File: src/dnaPkg.sv
package dnaPkg;

	//////////////////////////////////////////////////
	// sizes
	//////////////////////////////////////////////////
	localparam int dnaBits   = 57;	// factory identifier length
	localparam int countBits = 6;	// bit counter and ones count
	localparam int codeBits  = 64;	// dna + ones + parity

	// gray ordered, one bit flips between neighbours on the main path
	typedef enum logic [3:0] {
		stIdle        = 4'b0000,
		stLoadRead    = 4'b0001,	// raises read
		stLoadClkHigh = 4'b0011,	// load pulse up
		stLoadClkLow  = 4'b0010,	// load pulse down
		stEnterShift  = 4'b0110,	// read off, shift on
		stSample      = 4'b0111,	// capture dnaOut
		stCount       = 4'b0101,	// bump bit counter
		stClkHigh     = 4'b0100,	// shift pulse up
		stClkLow      = 4'b1100,	// shift pulse down, loop or exit
		stFold        = 4'b1101,	// ones count into parity
		stDone        = 4'b1111		// valid, parked
	} seqStateT;

	//////////////////////////////////////////////////
	// code word
	//////////////////////////////////////////////////
	typedef struct packed {
		logic [dnaBits-1:0]   dna;			// first sampled bit at bit 0
		logic [countBits-1:0] onesCount;
		logic                 parity;
	} dnaFieldsT;

	// same 64 bits, whole word or split
	typedef union packed {
		logic [codeBits-1:0] raw;
		dnaFieldsT           fields;
	} dnaCodeU;

	// pins of the identifier port primitive
	typedef struct packed {
		logic read;
		logic shift;
		logic clk;		// software generated port clock
	} portPinsT;

	// sequencer steering for counter and code register
	typedef struct packed {
		logic clear;
		logic sample;
		logic countEn;
		logic fold;
	} seqCtrlT;

endpackage

File: src/dnaSequencer.sv
`timescale 1ns/1ps

module dnaSequencer (
	input  logic             CLK4,
	input  logic             rstN,
	input  logic             arm,		// level, low aborts
	input  logic             lastBit,	// from bit counter
	output dnaPkg::portPinsT portPins,
	output dnaPkg::seqCtrlT  ctrl,
	output logic             valid
);

	dnaPkg::seqStateT stateQ;
	dnaPkg::seqStateT nextState;
	dnaPkg::portPinsT pinsNext;
	dnaPkg::seqCtrlT  ctrlNext;
	logic             validNext;

	//////////////////////////////////////////////////
	// next state and pin updates
	//////////////////////////////////////////////////
	// each state acts on the edge that leaves it
	always_comb begin
		nextState = stateQ;
		pinsNext  = portPins;		// pins hold unless touched
		validNext = 1'b0;
		case (stateQ)
			dnaPkg::stIdle: begin
				pinsNext  = '0;
				nextState = dnaPkg::stLoadRead;	// only taken while armed
			end
			dnaPkg::stLoadRead: begin
				pinsNext.read = 1'b1;
				nextState     = dnaPkg::stLoadClkHigh;
			end
			dnaPkg::stLoadClkHigh: begin
				pinsNext.clk = 1'b1;	// port loads on this rise
				nextState    = dnaPkg::stLoadClkLow;
			end
			dnaPkg::stLoadClkLow: begin
				pinsNext.clk = 1'b0;
				nextState    = dnaPkg::stEnterShift;
			end
			dnaPkg::stEnterShift: begin
				pinsNext.read  = 1'b0;	// bit 0 now on dnaOut
				pinsNext.shift = 1'b1;
				nextState      = dnaPkg::stSample;
			end
			// per bit loop, four cycles
			dnaPkg::stSample: begin
				nextState = dnaPkg::stCount;	// code reg captures here
			end
			dnaPkg::stCount: begin
				nextState = dnaPkg::stClkHigh;	// counter bumps here
			end
			dnaPkg::stClkHigh: begin
				pinsNext.clk = 1'b1;	// port shifts right
				nextState    = dnaPkg::stClkLow;
			end
			dnaPkg::stClkLow: begin
				pinsNext.clk = 1'b0;
				if (lastBit) begin
					nextState = dnaPkg::stFold;
				end else begin
					nextState = dnaPkg::stSample;
				end
			end
			dnaPkg::stFold: begin
				nextState = dnaPkg::stDone;
			end
			dnaPkg::stDone: begin
				validNext = 1'b1;
				nextState = dnaPkg::stDone;	// park until arm drops
			end
			default: begin
				pinsNext  = '0;
				nextState = dnaPkg::stIdle;	// stray codes
			end
		endcase

		// arm low wins over everything
		if (!arm) begin
			nextState = dnaPkg::stIdle;
			pinsNext  = '0;
			validNext = 1'b0;
		end
	end

	// steering follows the state being entered
	always_comb begin
		ctrlNext         = '0;
		ctrlNext.clear   = (nextState == dnaPkg::stIdle);
		ctrlNext.sample  = (nextState == dnaPkg::stSample);
		ctrlNext.countEn = (nextState == dnaPkg::stCount);
		ctrlNext.fold    = (nextState == dnaPkg::stFold);
	end

	//////////////////////////////////////////////////
	// registers
	//////////////////////////////////////////////////
	always_ff @(posedge CLK4 or negedge rstN) begin
		if (!rstN) begin
			stateQ       <= dnaPkg::stIdle;
			portPins     <= '0;
			ctrl         <= '0;
			ctrl.clear   <= 1'b1;	// idle holds datapath cleared
			valid        <= 1'b0;
		end else begin
			stateQ   <= nextState;
			portPins <= pinsNext;
			ctrl     <= ctrlNext;
			valid    <= validNext;
		end
	end

endmodule

File: src/dnaBitCounter.sv
`timescale 1ns/1ps

module dnaBitCounter (
	input  logic            CLK4,
	input  logic            rstN,
	input  dnaPkg::seqCtrlT ctrl,
	output logic            lastBit	// all identifier bits shifted
);

	logic [dnaPkg::countBits-1:0] countQ;

	// bits taken so far
	always_ff @(posedge CLK4 or negedge rstN) begin
		if (!rstN) begin
			countQ <= '0;
		end else if (ctrl.clear) begin
			countQ <= '0;
		end else if (ctrl.countEn) begin
			countQ <= countQ + dnaPkg::countBits'(1);	// once per bit loop
		end
	end

	// seen by sequencer in the clock low state
	assign lastBit = (countQ == dnaPkg::countBits'(dnaPkg::dnaBits));

endmodule

File: src/dnaCodeReg.sv
`timescale 1ns/1ps

module dnaCodeReg (
	input  logic            CLK4,
	input  logic            rstN,
	input  dnaPkg::seqCtrlT ctrl,
	input  logic            dnaOut,	// serial data from the port
	output dnaPkg::dnaCodeU code
);

	dnaPkg::dnaCodeU              codeQ;
	logic [dnaPkg::dnaBits-1:0]   dnaNext;
	logic [dnaPkg::countBits-1:0] onesNext;
	logic                         parityNext;
	logic                         foldParity;

	//////////////////////////////////////////////////
	// per bit update
	//////////////////////////////////////////////////
	// new bit enters at the top, first bit ends in bit 0
	assign dnaNext = {dnaOut, codeQ.fields.dna[dnaPkg::dnaBits-1:1]};

	// ones adder, 57 fits in 6 bits
	assign onesNext = codeQ.fields.onesCount + {{(dnaPkg::countBits-1){1'b0}}, dnaOut};

	assign parityNext = codeQ.fields.parity ^ dnaOut;	// toggles on a one

	// final step folds the count into the data parity
	assign foldParity = codeQ.fields.parity ^ (^codeQ.fields.onesCount);

	//////////////////////////////////////////////////
	// code register
	//////////////////////////////////////////////////
	always_ff @(posedge CLK4 or negedge rstN) begin
		if (!rstN) begin
			codeQ.raw <= '0;
		end else if (ctrl.clear) begin
			codeQ.raw <= '0;			// whole word at once
		end else if (ctrl.sample) begin
			codeQ.fields.dna       <= dnaNext;
			codeQ.fields.onesCount <= onesNext;
			codeQ.fields.parity    <= parityNext;
		end else if (ctrl.fold) begin
			codeQ.fields.parity <= foldParity;	// count stays as is
		end
	end

	// stable from fold until the next clear
	assign code = codeQ;

endmodule

File: src/dnaReader.sv
`timescale 1ns/1ps

module dnaReader (
	input  logic             CLK4,
	input  logic             rstN,
	input  logic             arm,		// high starts and holds a read
	input  logic             dnaOut,	// port serial output
	output dnaPkg::portPinsT portPins,	// to the port primitive
	output dnaPkg::dnaCodeU  code,		// identifier, ones count, parity
	output logic             valid		// code complete while armed
);

	dnaPkg::seqCtrlT ctrl;		// sequencer to datapath
	logic            lastBit;	// counter back to sequencer

	//////////////////////////////////////////////////
	// control
	//////////////////////////////////////////////////
	dnaSequencer sequencer (
		.CLK4     (CLK4),
		.rstN     (rstN),
		.arm      (arm),
		.lastBit  (lastBit),
		.portPins (portPins),
		.ctrl     (ctrl),
		.valid    (valid)
	);

	// bit count lives apart from the fsm
	dnaBitCounter bitCounter (
		.CLK4    (CLK4),
		.rstN    (rstN),
		.ctrl    (ctrl),
		.lastBit (lastBit)
	);

	//////////////////////////////////////////////////
	// datapath
	//////////////////////////////////////////////////
	dnaCodeReg codeReg (
		.CLK4   (CLK4),
		.rstN   (rstN),
		.ctrl   (ctrl),
		.dnaOut (dnaOut),
		.code   (code)
	);

endmodule

File: config.mk
export PLATFORM = sky130hd
export DESIGN_NAME = dnaReader
export DESIGN_NICKNAME = d
export VERILOG_FILES = /design/src/dnaPkg.sv /design/src/dnaSequencer.sv /design/src/dnaBitCounter.sv /design/src/dnaCodeReg.sv /design/src/dnaReader.sv
export SDC_FILE = /design/constraint.sdc
export NUM_CORES = 1
export LEC_CHECK = 0
export ABC_AREA = 1
export BUFFER_PORTS_ARGS = -buffer_cell sky130_fd_sc_hd__buf_2
export CORE_ASPECT_RATIO = 0.8
export CORE_MARGIN = 8
export CORE_UTILIZATION = 30
export CTS_CLUSTER_SIZE = 8
export DETAILED_ROUTE_END_ITERATION = 8
export GPL_TIMING_DRIVEN = 0
export PLACE_DENSITY = 0.52
export SLEW_MARGIN = 15
export SYNTH_ARGS = -nofsm -noshare
export SYNTH_HDL_FRONTEND = slang
export SYNTH_HIERARCHICAL = 1
export SYNTH_SLANG_ARGS = --single-unit
export TNS_END_PERCENT = 50
File: constraint.sdc
create_clock -name CLK4 -period 1.44 [get_ports CLK4]
set_clock_uncertainty 0.05 [all_clocks]
set_input_delay 0.288 -clock CLK4 [delete_from_list [all_inputs] [get_ports CLK4]]
set_output_delay 0.288 -clock CLK4 [all_outputs]
set_load 0.1 [all_outputs]
### Word-level counts from Yosys, hierarchy flattened

Index checks and enable logic that the tools add are counted.

* multiply operators: 0
* shift operators: 0
* bitwise gates (word level): 2
* magnitude comparators: 0
* reduce and logical (&&, ||, !) cells: 11
* equal/unequal tests: 17
* div/mod/pow operators: 0
* add/subtract/negate cells: 2
* mux-type cells: 15

Operators with widths (number)
* 2-to-1 mux 64 bit: 1
* 2-to-1 mux 63 bit: 1
* one-hot mux 4 bit (10 select lines): 1
* equality test 4 x 3 -> 1 bit, second input constant: 6
* equality test 4 bit, second input constant: 4
* 2-to-1 mux 6 bit: 2
* OR reduction 9 bit: 1
* equality test 4 x 2 -> 1 bit, second input constant: 2
* zero test 4 bit: 2
* 2-to-1 mux 4 bit: 2
* OR reduction 8 bit: 1
* adder 6 x 1 -> 6 bit: 1
* adder 6 x 1 -> 6 bit, second input constant: 1
* equality test 6 bit, second input constant: 1
* != test 2 bit, second input constant: 3
* one-hot mux 1 bit (2 select lines): 3
* OR reduction 6 bit: 1
* parity 6 bit: 1
* equality test 4 x 1 -> 1 bit, second input constant: 1
* 2-to-1 mux 1 bit: 4
* nonzero test 2 bit: 2
* OR reduction 2 bit: 2
* 2-to-1 mux 3 bit: 1
* nonzero test 3 bit: 1
* bitwise XOR 1 bit: 2

* logic and storage cells: 59
* bits in read-only memories: 0
* output and inout bits: 68
* memories: 0
* bits in latches: 0
* register bits after elaboration: 82
* memory bits (writable): 0

### Depth between registers and ports, before layout

Gate-level depths: netlist (run 1).

* depth after elaboration: 5
* depth in mapped cells: 11
* mapped depth without buffers: 11

### Cells and area by module

The synthesis (run 1) kept the hierarchy.

By module, submodules not included
* dnaCodeReg: instances 1, area each 2593.7 µm², cells an instance 271, sequential area each 1601.5 µm²
* dnaSequencer: instances 1, area each 569.3 µm², cells an instance 74, sequential area each 301.5 µm²
* dnaBitCounter: instances 1, area each 376.6 µm², cells an instance 49, sequential area each 150.1 µm²

### Least setup slack after synthesis (run 1)

OpenSTA, ideal clock, no wires.

* kind: register to register
* start: reg codeReg.codeQ (netlist bit codeReg/code[4])
* end: reg codeReg.codeQ (netlist bit codeReg/code[0])
* cell stages (with the launch flop): 12
* path slack: -735 ps
* path buffers: 0
* required time: 1267 ps
* setup time: 123 ps
* arrival time: 2002 ps
* path through: dfrtp_1 -> ha_1 -> inv_1 -> nand2_1 -> nand2_1 -> nand2_1 -> nand3_1 -> nand3_1 -> nand2_1 -> nand3_1 -> nand2_1 -> nor2_1

* cells in the longest elaborated chain, start to end: 5

RTL lines
* start, declared: line dnaCodeReg.sv:11 `dnaPkg::dnaCodeU codeQ;`
* parity 6 bit: line dnaCodeReg.sv:29 `assign foldParity = codeQ.fields.parity ^ (^codeQ.fields.onesCount);`
* bitwise XOR 1 bit: line dnaCodeReg.sv:29
* 2-to-1 mux 1 bit: line dnaCodeReg.sv:43 `end else if (ctrl.fold) begin`
* 2-to-1 mux 1 bit: line dnaCodeReg.sv:39 `end else if (ctrl.sample) begin`
* 2-to-1 mux 64 bit: line dnaCodeReg.sv:37 `end else if (ctrl.clear) begin`

No other way between the ends. The select of a mux whose other input is x is not followed.
A chain may end at the register's enable or synchronous reset.

### Final worst setup path (run 1)

* start: reg codeReg.codeQ (netlist bit codeReg/code[3])
* end: reg codeReg.codeQ (netlist bit codeReg/code[0])

Same word-level chain as after synthesis.

==> out/qor.txt, run 1 <==
Die Height - 113 um
Cells along the critical path - ha_4 > inv_2 > nand2_2 > nand2_1 > nand2_1 > nand3_1 > nand3_1 > nand2_1 > a21oi_1 > nor2_1
Placed insts - 614
Post-route non-filler standard cell count - 641
GRT Total Usage - 12.6%
Layout cells sized above 1 - 30.0%
CTS Sinks - 82
PwrDens - 1160 nW/um^2
RSZ-0062 raised after global routing - true
Count of different cell masters after synthesis - 29
Synth Area per Inst - 8.98 um^2
Root Buffer - clkbuf_16
Slew @ Worst Pin - 0.516 ns
CP startpoint - codeReg/code[3]$_DFFE_PN0P_
Max IR drop VDD - 0.684 mV
Antenna diode count - 0
# setup viols final - 5
Worst Path Max Fanout - 3
Input/output buffers - 71
Endpoints failing hold - 0
Worst Slack Setup Final - -0.0665 ns
Worst R2R Path Depth - 10
CTS tree - built
Crit path DAT - 1.68 ns
Max stage delay on crit path - 0.50 ns
Tcrit/Tclk final - 105%
Row cnt - 35
Clock slew at reported path FFs - 0.06 ns
HP Class - primary input to flop
Core Util, Final - 42.1%
Levels on crit path - 10
Outcome - finished, violations left
Final #Nets - 497
Failing checks - setup timing
Global placer's final weighted congestion - 0.763
Final antenna-violating net count - 0
Min-Delay Path Depth - 2
Core ar. - 11500 um^2
I/O Pins - 72
Largest net degree at the start of global routing - 46
CP Class - flop to flop
Wire length per cell after detailed routing - 14.7 um
Buffers plus inverters on the worst setup path - 1
CP dominant cell by count - nand2_1
CP delay by family, top - flip-flops
Worst Setup End Kind - flop
Htree depth - 3
Gate Count Post-Synth - 394
Place WS - -0.214 ns
Initial core utilization - 30.7%
Fin crit period - 1.51 ns
Worst-Skew Late Latency - 0.34 ns
DP Area - 4160 um^2
DR vias/cell - 4.65
Ys Warns - 6
Reg-to-Reg Start - codeReg/code[3]$_DFFE_PN0P_
Vias - 2983
Slew headroom - 65.6%
Cell Area, Synth - 3540 um^2
Grt total ovfl - 0
Vias in the first global route - 3004
Tot Pwr - 5.60 mW
DRT Wirelength - 9.40 mm
Detail Placement HPWL - 6.58 mm
Global-route wire length before repair - 15.6 mm
Longest Clk Path Bufs - 2
CP Launch Type - flop
Hold wc startpoint - arm
Synthesis-to-finish area growth - 36.8%
Die extent in x - 137 um
Critical path's slowest cell - dfrtp_4
Initial DRC count - 143
Total CTS buffers - 9
Crit path required time - 1.61 ns
Slew Viols, Final - 0
Initial antenna violation count - 0
Layout filler cell count - 1146
Synth Net Count - 403
# DRC - 0
Fin area - 4840 um^2
Seq/Total Area, Yosys - 58.0%
Pre-antenna DRT Iters - 4
Leakage - 2.30 nW
Total die area - 15600 um^2
F_max - 664 MHz
Max_cap viols - 0
Flops & latches, synth - 82
-- worst reg2reg max path: stages (launching register included) --
cell,delay [ns]
dfrtp_4,0.50
ha_4,0.29
inv_2,0.04
nand2_2,0.05
nand2_1,0.05
nand2_1,0.05
nand3_1,0.06
nand3_1,0.06
nand2_1,0.07
a21oi_1,0.12
nor2_1,0.06
-- layout make-up --
| type | count | area (um^2) | area share (%) |
|---|---|---|---|
| timing repair buffer | 83 | 681 | 14.1 |
| buffer | 18 | 120 | 2.48 |
| inverter | 47 | 176 | 3.64 |
| tap | 148 | 185 | 3.82 |
| clock inverter | 6 | 66.3 | 1.37 |
| clock buffer | 10 | 239 | 4.93 |
| sequential | 82 | 2070 | 42.8 |
| multi-input combinational | 247 | 1300 | 26.9 |
-- power breakdown --
group	internal (mW)	switching, mW	leakage, nW	total [mW]
clock	1.39	0.930	0.141	2.32
sequential	2.36	0.0604	1.12	2.42
combinational	0.254	0.605	1.04	0.859
total	4.01	1.60	2.30	5.60
-- synth_stat cells --
library cell	instances	area, um^2
ha_1	5	62.6
nand3_2	2	20.0
dfrtp_1	81	2030
dfstp_2	1	26.3
o211ai_1	1	7.51
nor2_1	16	60.1
buf_2	9	45.0
nor2_4	2	22.5
nand2_1	90	338
clkinv_1	1	3.75
nand3b_1	1	7.51
xnor2_1	1	8.76
o21ai_1	2	10.0
nand4_1	7	43.8
o21ai_2	1	8.76
clkbuf_1	7	26.3
nor2_2	3	18.8
and3_1	1	6.26
o22ai_1	16	100
a211oi_1	1	7.51
o21ai_0	47	235
nand3_1	36	180
inv_2	6	22.5
nand2_2	2	12.5
a21oi_1	10	50.1
buf_6	2	22.5
nor3_1	2	10.0
inv_1	40	150
or2_1	1	6.26
-- timing repair --
action                                  CTS  global route
resized for setup                        90            14
cloned                                    0             0
setup buffers                             6             4
hold buffers                              1             0
endpoints found under the setup margin  102            39
pin swaps                                 9            11
endpoints found under the hold margin    37             0
-- through the flow --
step	setup TNS [ns]	hold WS, ns
3_5_place_dp	-1.75	0.250
3_3_place_gp	-56.60	0.448
6_report	-0.123	0.116
2_1_floorplan	-0.287	-0.0576
4_1_cts	-0.375	0.0982
5_1_grt	-0.700	0.126
-- flip-flops by register name, summed over array words and instances, names as in the netlist --
register	flops
sequencer/valid	1
sequencer/stateQ	4
codeReg/code	64
bitCounter/countQ	6
sequencer/portPins	3
sequencer/ctrl	4
-- metal layers --
metal | part of all wire, % | global-route usage (%) | wire length (um)
met2 | 45 | 18.3 | 4220
met5 | 0 | 0 | 0
met3 | 6.7 | 3.94 | 628
met1 | 47 | 17.3 | 4430
met4 | 1.3 | 4.34 | 119
-- cells by family (layout without fill, tap and decap cells) --
group,after synthesis,after routing,share of synthesized area (%)
XOR/XNOR,1,1,0.247
adder cells (fa/ha/maj),5,5,1.77
buffers and inverters,65,164,7.63
flip-flops,82,82,58.0
AO/OA/AOI/OAI,78,78,11.8
AND/OR/NAND/NOR,163,163,20.5
-- cells in the final DEF (no fill, tap or decap), types with 8 or more instances in the layout --
cell type and n:
a21oi_1 10, nor2_1 14, buf_4 74, dfrtp_1 74
nand3_1 34, o22ai_1 15, clkbuf_16 9, nand2_1 87
o21ai_0 46, buf_6 8, inv_1 39
-- final timing paths --
check                                               endpoint  slack [ns]
min in group asynchronous       codeReg/code[37]$_DFFE_PN0P_        0.41
max in group asynchronous        sequencer/ctrl[3]$_DFF_PN1_        0.26
hold / removal                   sequencer/ctrl[3]$_DFF_PN1_        0.12
hold reg to reg            sequencer/portPins[0]$_DFFE_PN0P_        0.47
setup / recovery                 codeReg/code[0]$_DFFE_PN0P_       -0.07
setup reg to reg                 codeReg/code[0]$_DFFE_PN0P_       -0.07
No activity file was read; power rests on OpenSTA's default activity.
==> run 2, diff against run 1 <==
BUFFER_PORTS_ARGS = default   (was -buffer_cell sky130_fd_sc_hd__buf_2)
DONT_BUFFER_PORTS = 1   (was default)
PLACE_DENSITY = 0.45   (was 0.52)
clock period = 1.55 ns   (was 1.44 ns; I/O delays follow)
==> run 2 against run 1 <==
The flow finishes with violations (hold timing, setup timing); die area unchanged; register-to-register slack got worse by 0.19 ns; flip-flop and latch count is the same; sequential share of layout area up 6.7 points; clock power barely moved; count of clock-buffer cells in the layout rose by 2; cell count is 12% lower; routed wire length rose by 1.6%.
==> out/qor.txt, run 2 (same netlist as run 1, synthesis figures left out) <==
Hold_ws - -0.372 ns (-0.488 ns)
# setup viols final - 13 (+8)
Endpoints failing hold - 82 (+82)
Crit path required time - 1.73 ns (+0.12 ns)
Grt total ovfl - 0 (unchanged)
Max reg flops - 64 (unchanged)
Clock slew at reported path FFs - 0.06 ns (about the same)
Initial antenna violation count - 0 (unchanged)
Initial DRC count - 192 (+34%)
CTS tree - built
Total die area - 15600 um^2 (unchanged)
CTS Sinks - 82 (unchanged)
CP Class - flop to flop
Detail Placement HPWL - 6.41 mm (-2.5%)
DRT Wirelength - 9.55 mm (+1.6%)
GRT Total Usage - 12.6% (-0.013 points)
Most common cell after layout, fill and taps aside - nand2_1
F_max - 555 MHz (-16%)
HP Class - primary input to asynchronous set/reset pin
Outcome - finished, violations left
Synthesis-to-finish area growth - 22.0%
Vias - 2750 (-7.8%)
Initial core utilization - 30.7% (unchanged)
Worst-Skew Late Latency - 0.34 ns (about the same)
Failing checks - hold timing, setup timing
Tcrit/Tclk final - 116% (+12 points)
Input/output buffers - 0 (-100%)
Tot Pwr - 5.32 mW (-5.0%)
Root Buffer - clkbuf_16
Crit path DAT - 1.98 ns (+0.30 ns)
CP Launch Type - flop
# DRC - 0 (unchanged)
Worst Path Max Fanout - 5 (+2)
Htree depth - 3 (unchanged)
Layout filler cell count - 1177 (+2.7%)
Slew headroom - 34.4% (-31 points)
CP startpoint - codeReg/code[3]$_DFFE_PN0P_
Largest net degree at the start of global routing - 83 (+80%)
Die extent in x - 137 um (unchanged)
Reg-to-Reg Start - codeReg/code[3]$_DFFE_PN0P_
Slew @ Worst Pin - 0.983 ns (+0.467 ns)
CTS hold repair buffers - 1 (unchanged)
Vias in the first global route - 2785 (-7.3%)
RSZ-0062 raised after global routing - true
Critical path's slowest cell - dfrtp_4
PwrDens - 1230 nW/um^2 (+6.5%)
Final antenna-violating net count - 0 (unchanged)
Slew Viols, Final - 0 (unchanged)
Core ar. - 11500 um^2 (unchanged)
Pre-antenna DRT Iters - 4 (unchanged)
R2r setup slk - -0.25 ns (-0.19 ns)
Fin crit period - 1.80 ns (+0.296 ns)
Layout cells sized above 1 - 31.3% (+1.2 points)
Wire length per cell after detailed routing - 16.8 um (+15%)
Global-route wire length before repair - 15.2 mm (-2.6%)
Total CTS buffers - 9 (unchanged)
Antenna diode count - 0 (unchanged)
Commonest non-fill, non-tap cells in the layout - nand2_1 (86), dfrtp_2 (56), o21ai_0 (46)
Global placer's final weighted congestion - 0.768 (+0.67%)
Core Util, Final - 37.5% (-4.6 points)
Max_cap viols - 0 (unchanged)
Leakage - 1.82 nW (-21%)
I/O Pins - 72 (unchanged)
Row cnt - 35 (unchanged)
Final #Nets - 423 (-15%)
Cells along the critical path - ha_4 > nand2_1 > nand2_1 > nand2_1 > nand3_2 > nand3_2 > nand2_2 > nand3_2 > nand2_2 > nor2_2
Die Height - 113 um (unchanged)
Worst Slack Setup Final - -0.252 ns (-0.186 ns)
Worst Setup End Kind - flop
DR vias/cell - 4.85 (+4.2%)
Max IR drop VDD - 0.517 mV (-24%)
Max stage delay on crit path - 0.64 ns (+0.14 ns)
Longest Clk Path Bufs - 2 (unchanged)
==> run 2: changes by cell type in the layout (fill, tap and decap cells not counted), moves of 3 or more <==
cell | before | now
dfrtp_2 | 3 | 56
nand3_2 | 3 | 6
clkinvlp_4 | 3 | 0
buf_4 | 74 | 9
nand3_1 | 34 | 31
buf_6 | 8 | 2
dfrtp_1 | 74 | 21
==> run 2: worst max-delay path, delay by kind of cell (launching register included) <==
kind / cells / cell delay [ns]
adder cells (fa/ha/maj): 1 / 0.35
flip-flops: 1 / 0.64
AND/OR/NAND/NOR: 9 / 0.66
==> run 2: layout make-up <==
type / instances / area (um^2) / area share [%]
inverters: 47 / 179 / 4.14
flip-flops and latches: 82 / 2140 / 49.5
clock buffers: 12 / 256 / 5.94
multi-input cells: 247 / 1320 / 30.5
well taps: 148 / 185 / 4.29
clock inverters: 4 / 73.8 / 1.71
plain buffers: 18 / 97.6 / 2.26
repair buffers: 9 / 70.1 / 1.62
==> run 2: worst paths after layout <==
path	to	depth (start not counted)
max in group asynchronous	sequencer/ctrl[3]$_DFF_PN1_	0
max	codeReg/code[0]$_DFFE_PN0P_	10
min reg2reg	bitCounter/countQ[0]$_DFFE_PN0P_	1
min in group CLK4	sequencer/stateQ[0]$_DFF_PN0_	2
max reg2reg	codeReg/code[0]$_DFFE_PN0P_	10
min	sequencer/stateQ[2]$_DFF_PN0_	0
==> run 2: timing repair <==
item / CTS / global route
gates cloned: 0 / 0
hold endpoints to repair: 83 / 82
pin swaps: 8 / 13
setup endpoints to repair: 69 / 46
setup buffers: 1 / 7
resized for setup: 62 / 20
==> run 2: report_power, final <==
group / switching [mW] / internal, mW
Sequential: 0.196 / 2.20
Combinational: 0.387 / 0.204
Clock: 0.839 / 1.50
Total: 1.42 / 3.90
==> run 2: routing by layer <==
metal / wire, um / vias to the layer above / share of wire [%] / GRT usage (%)
met5: 0 / - / 0 / 0
met4: 106 / 0 / 1.1 / 4.48
met3: 846 / 8 / 8.9 / 5.89
met2: 4390 / 66 / 46 / 17.9
met1: 4200 / 1335 / 44 / 16.3
li1: - / 1341 / - / -
==> run 2: stage by stage <==
stage | instances | setup TNS (ns) | hold WS, ns | setup slack [ns] | cell area (um^2)
3_3_place_gp | 542 | -0.487 | -0.0289 | -0.209 | 3750
4_1_cts | 560 | -1.55 | -0.398 | -0.234 | 4190
5_1_grt | 567 | -2.18 | -0.400 | -0.324 | 4320
3_5_place_dp | 542 | -0.657 | -0.0287 | -0.257 | 3750
6_report | 567 | -1.33 | -0.372 | -0.252 | 4320
2_1_floorplan | 394 | -0.143 | -0.0356 | -0.129 | 3570
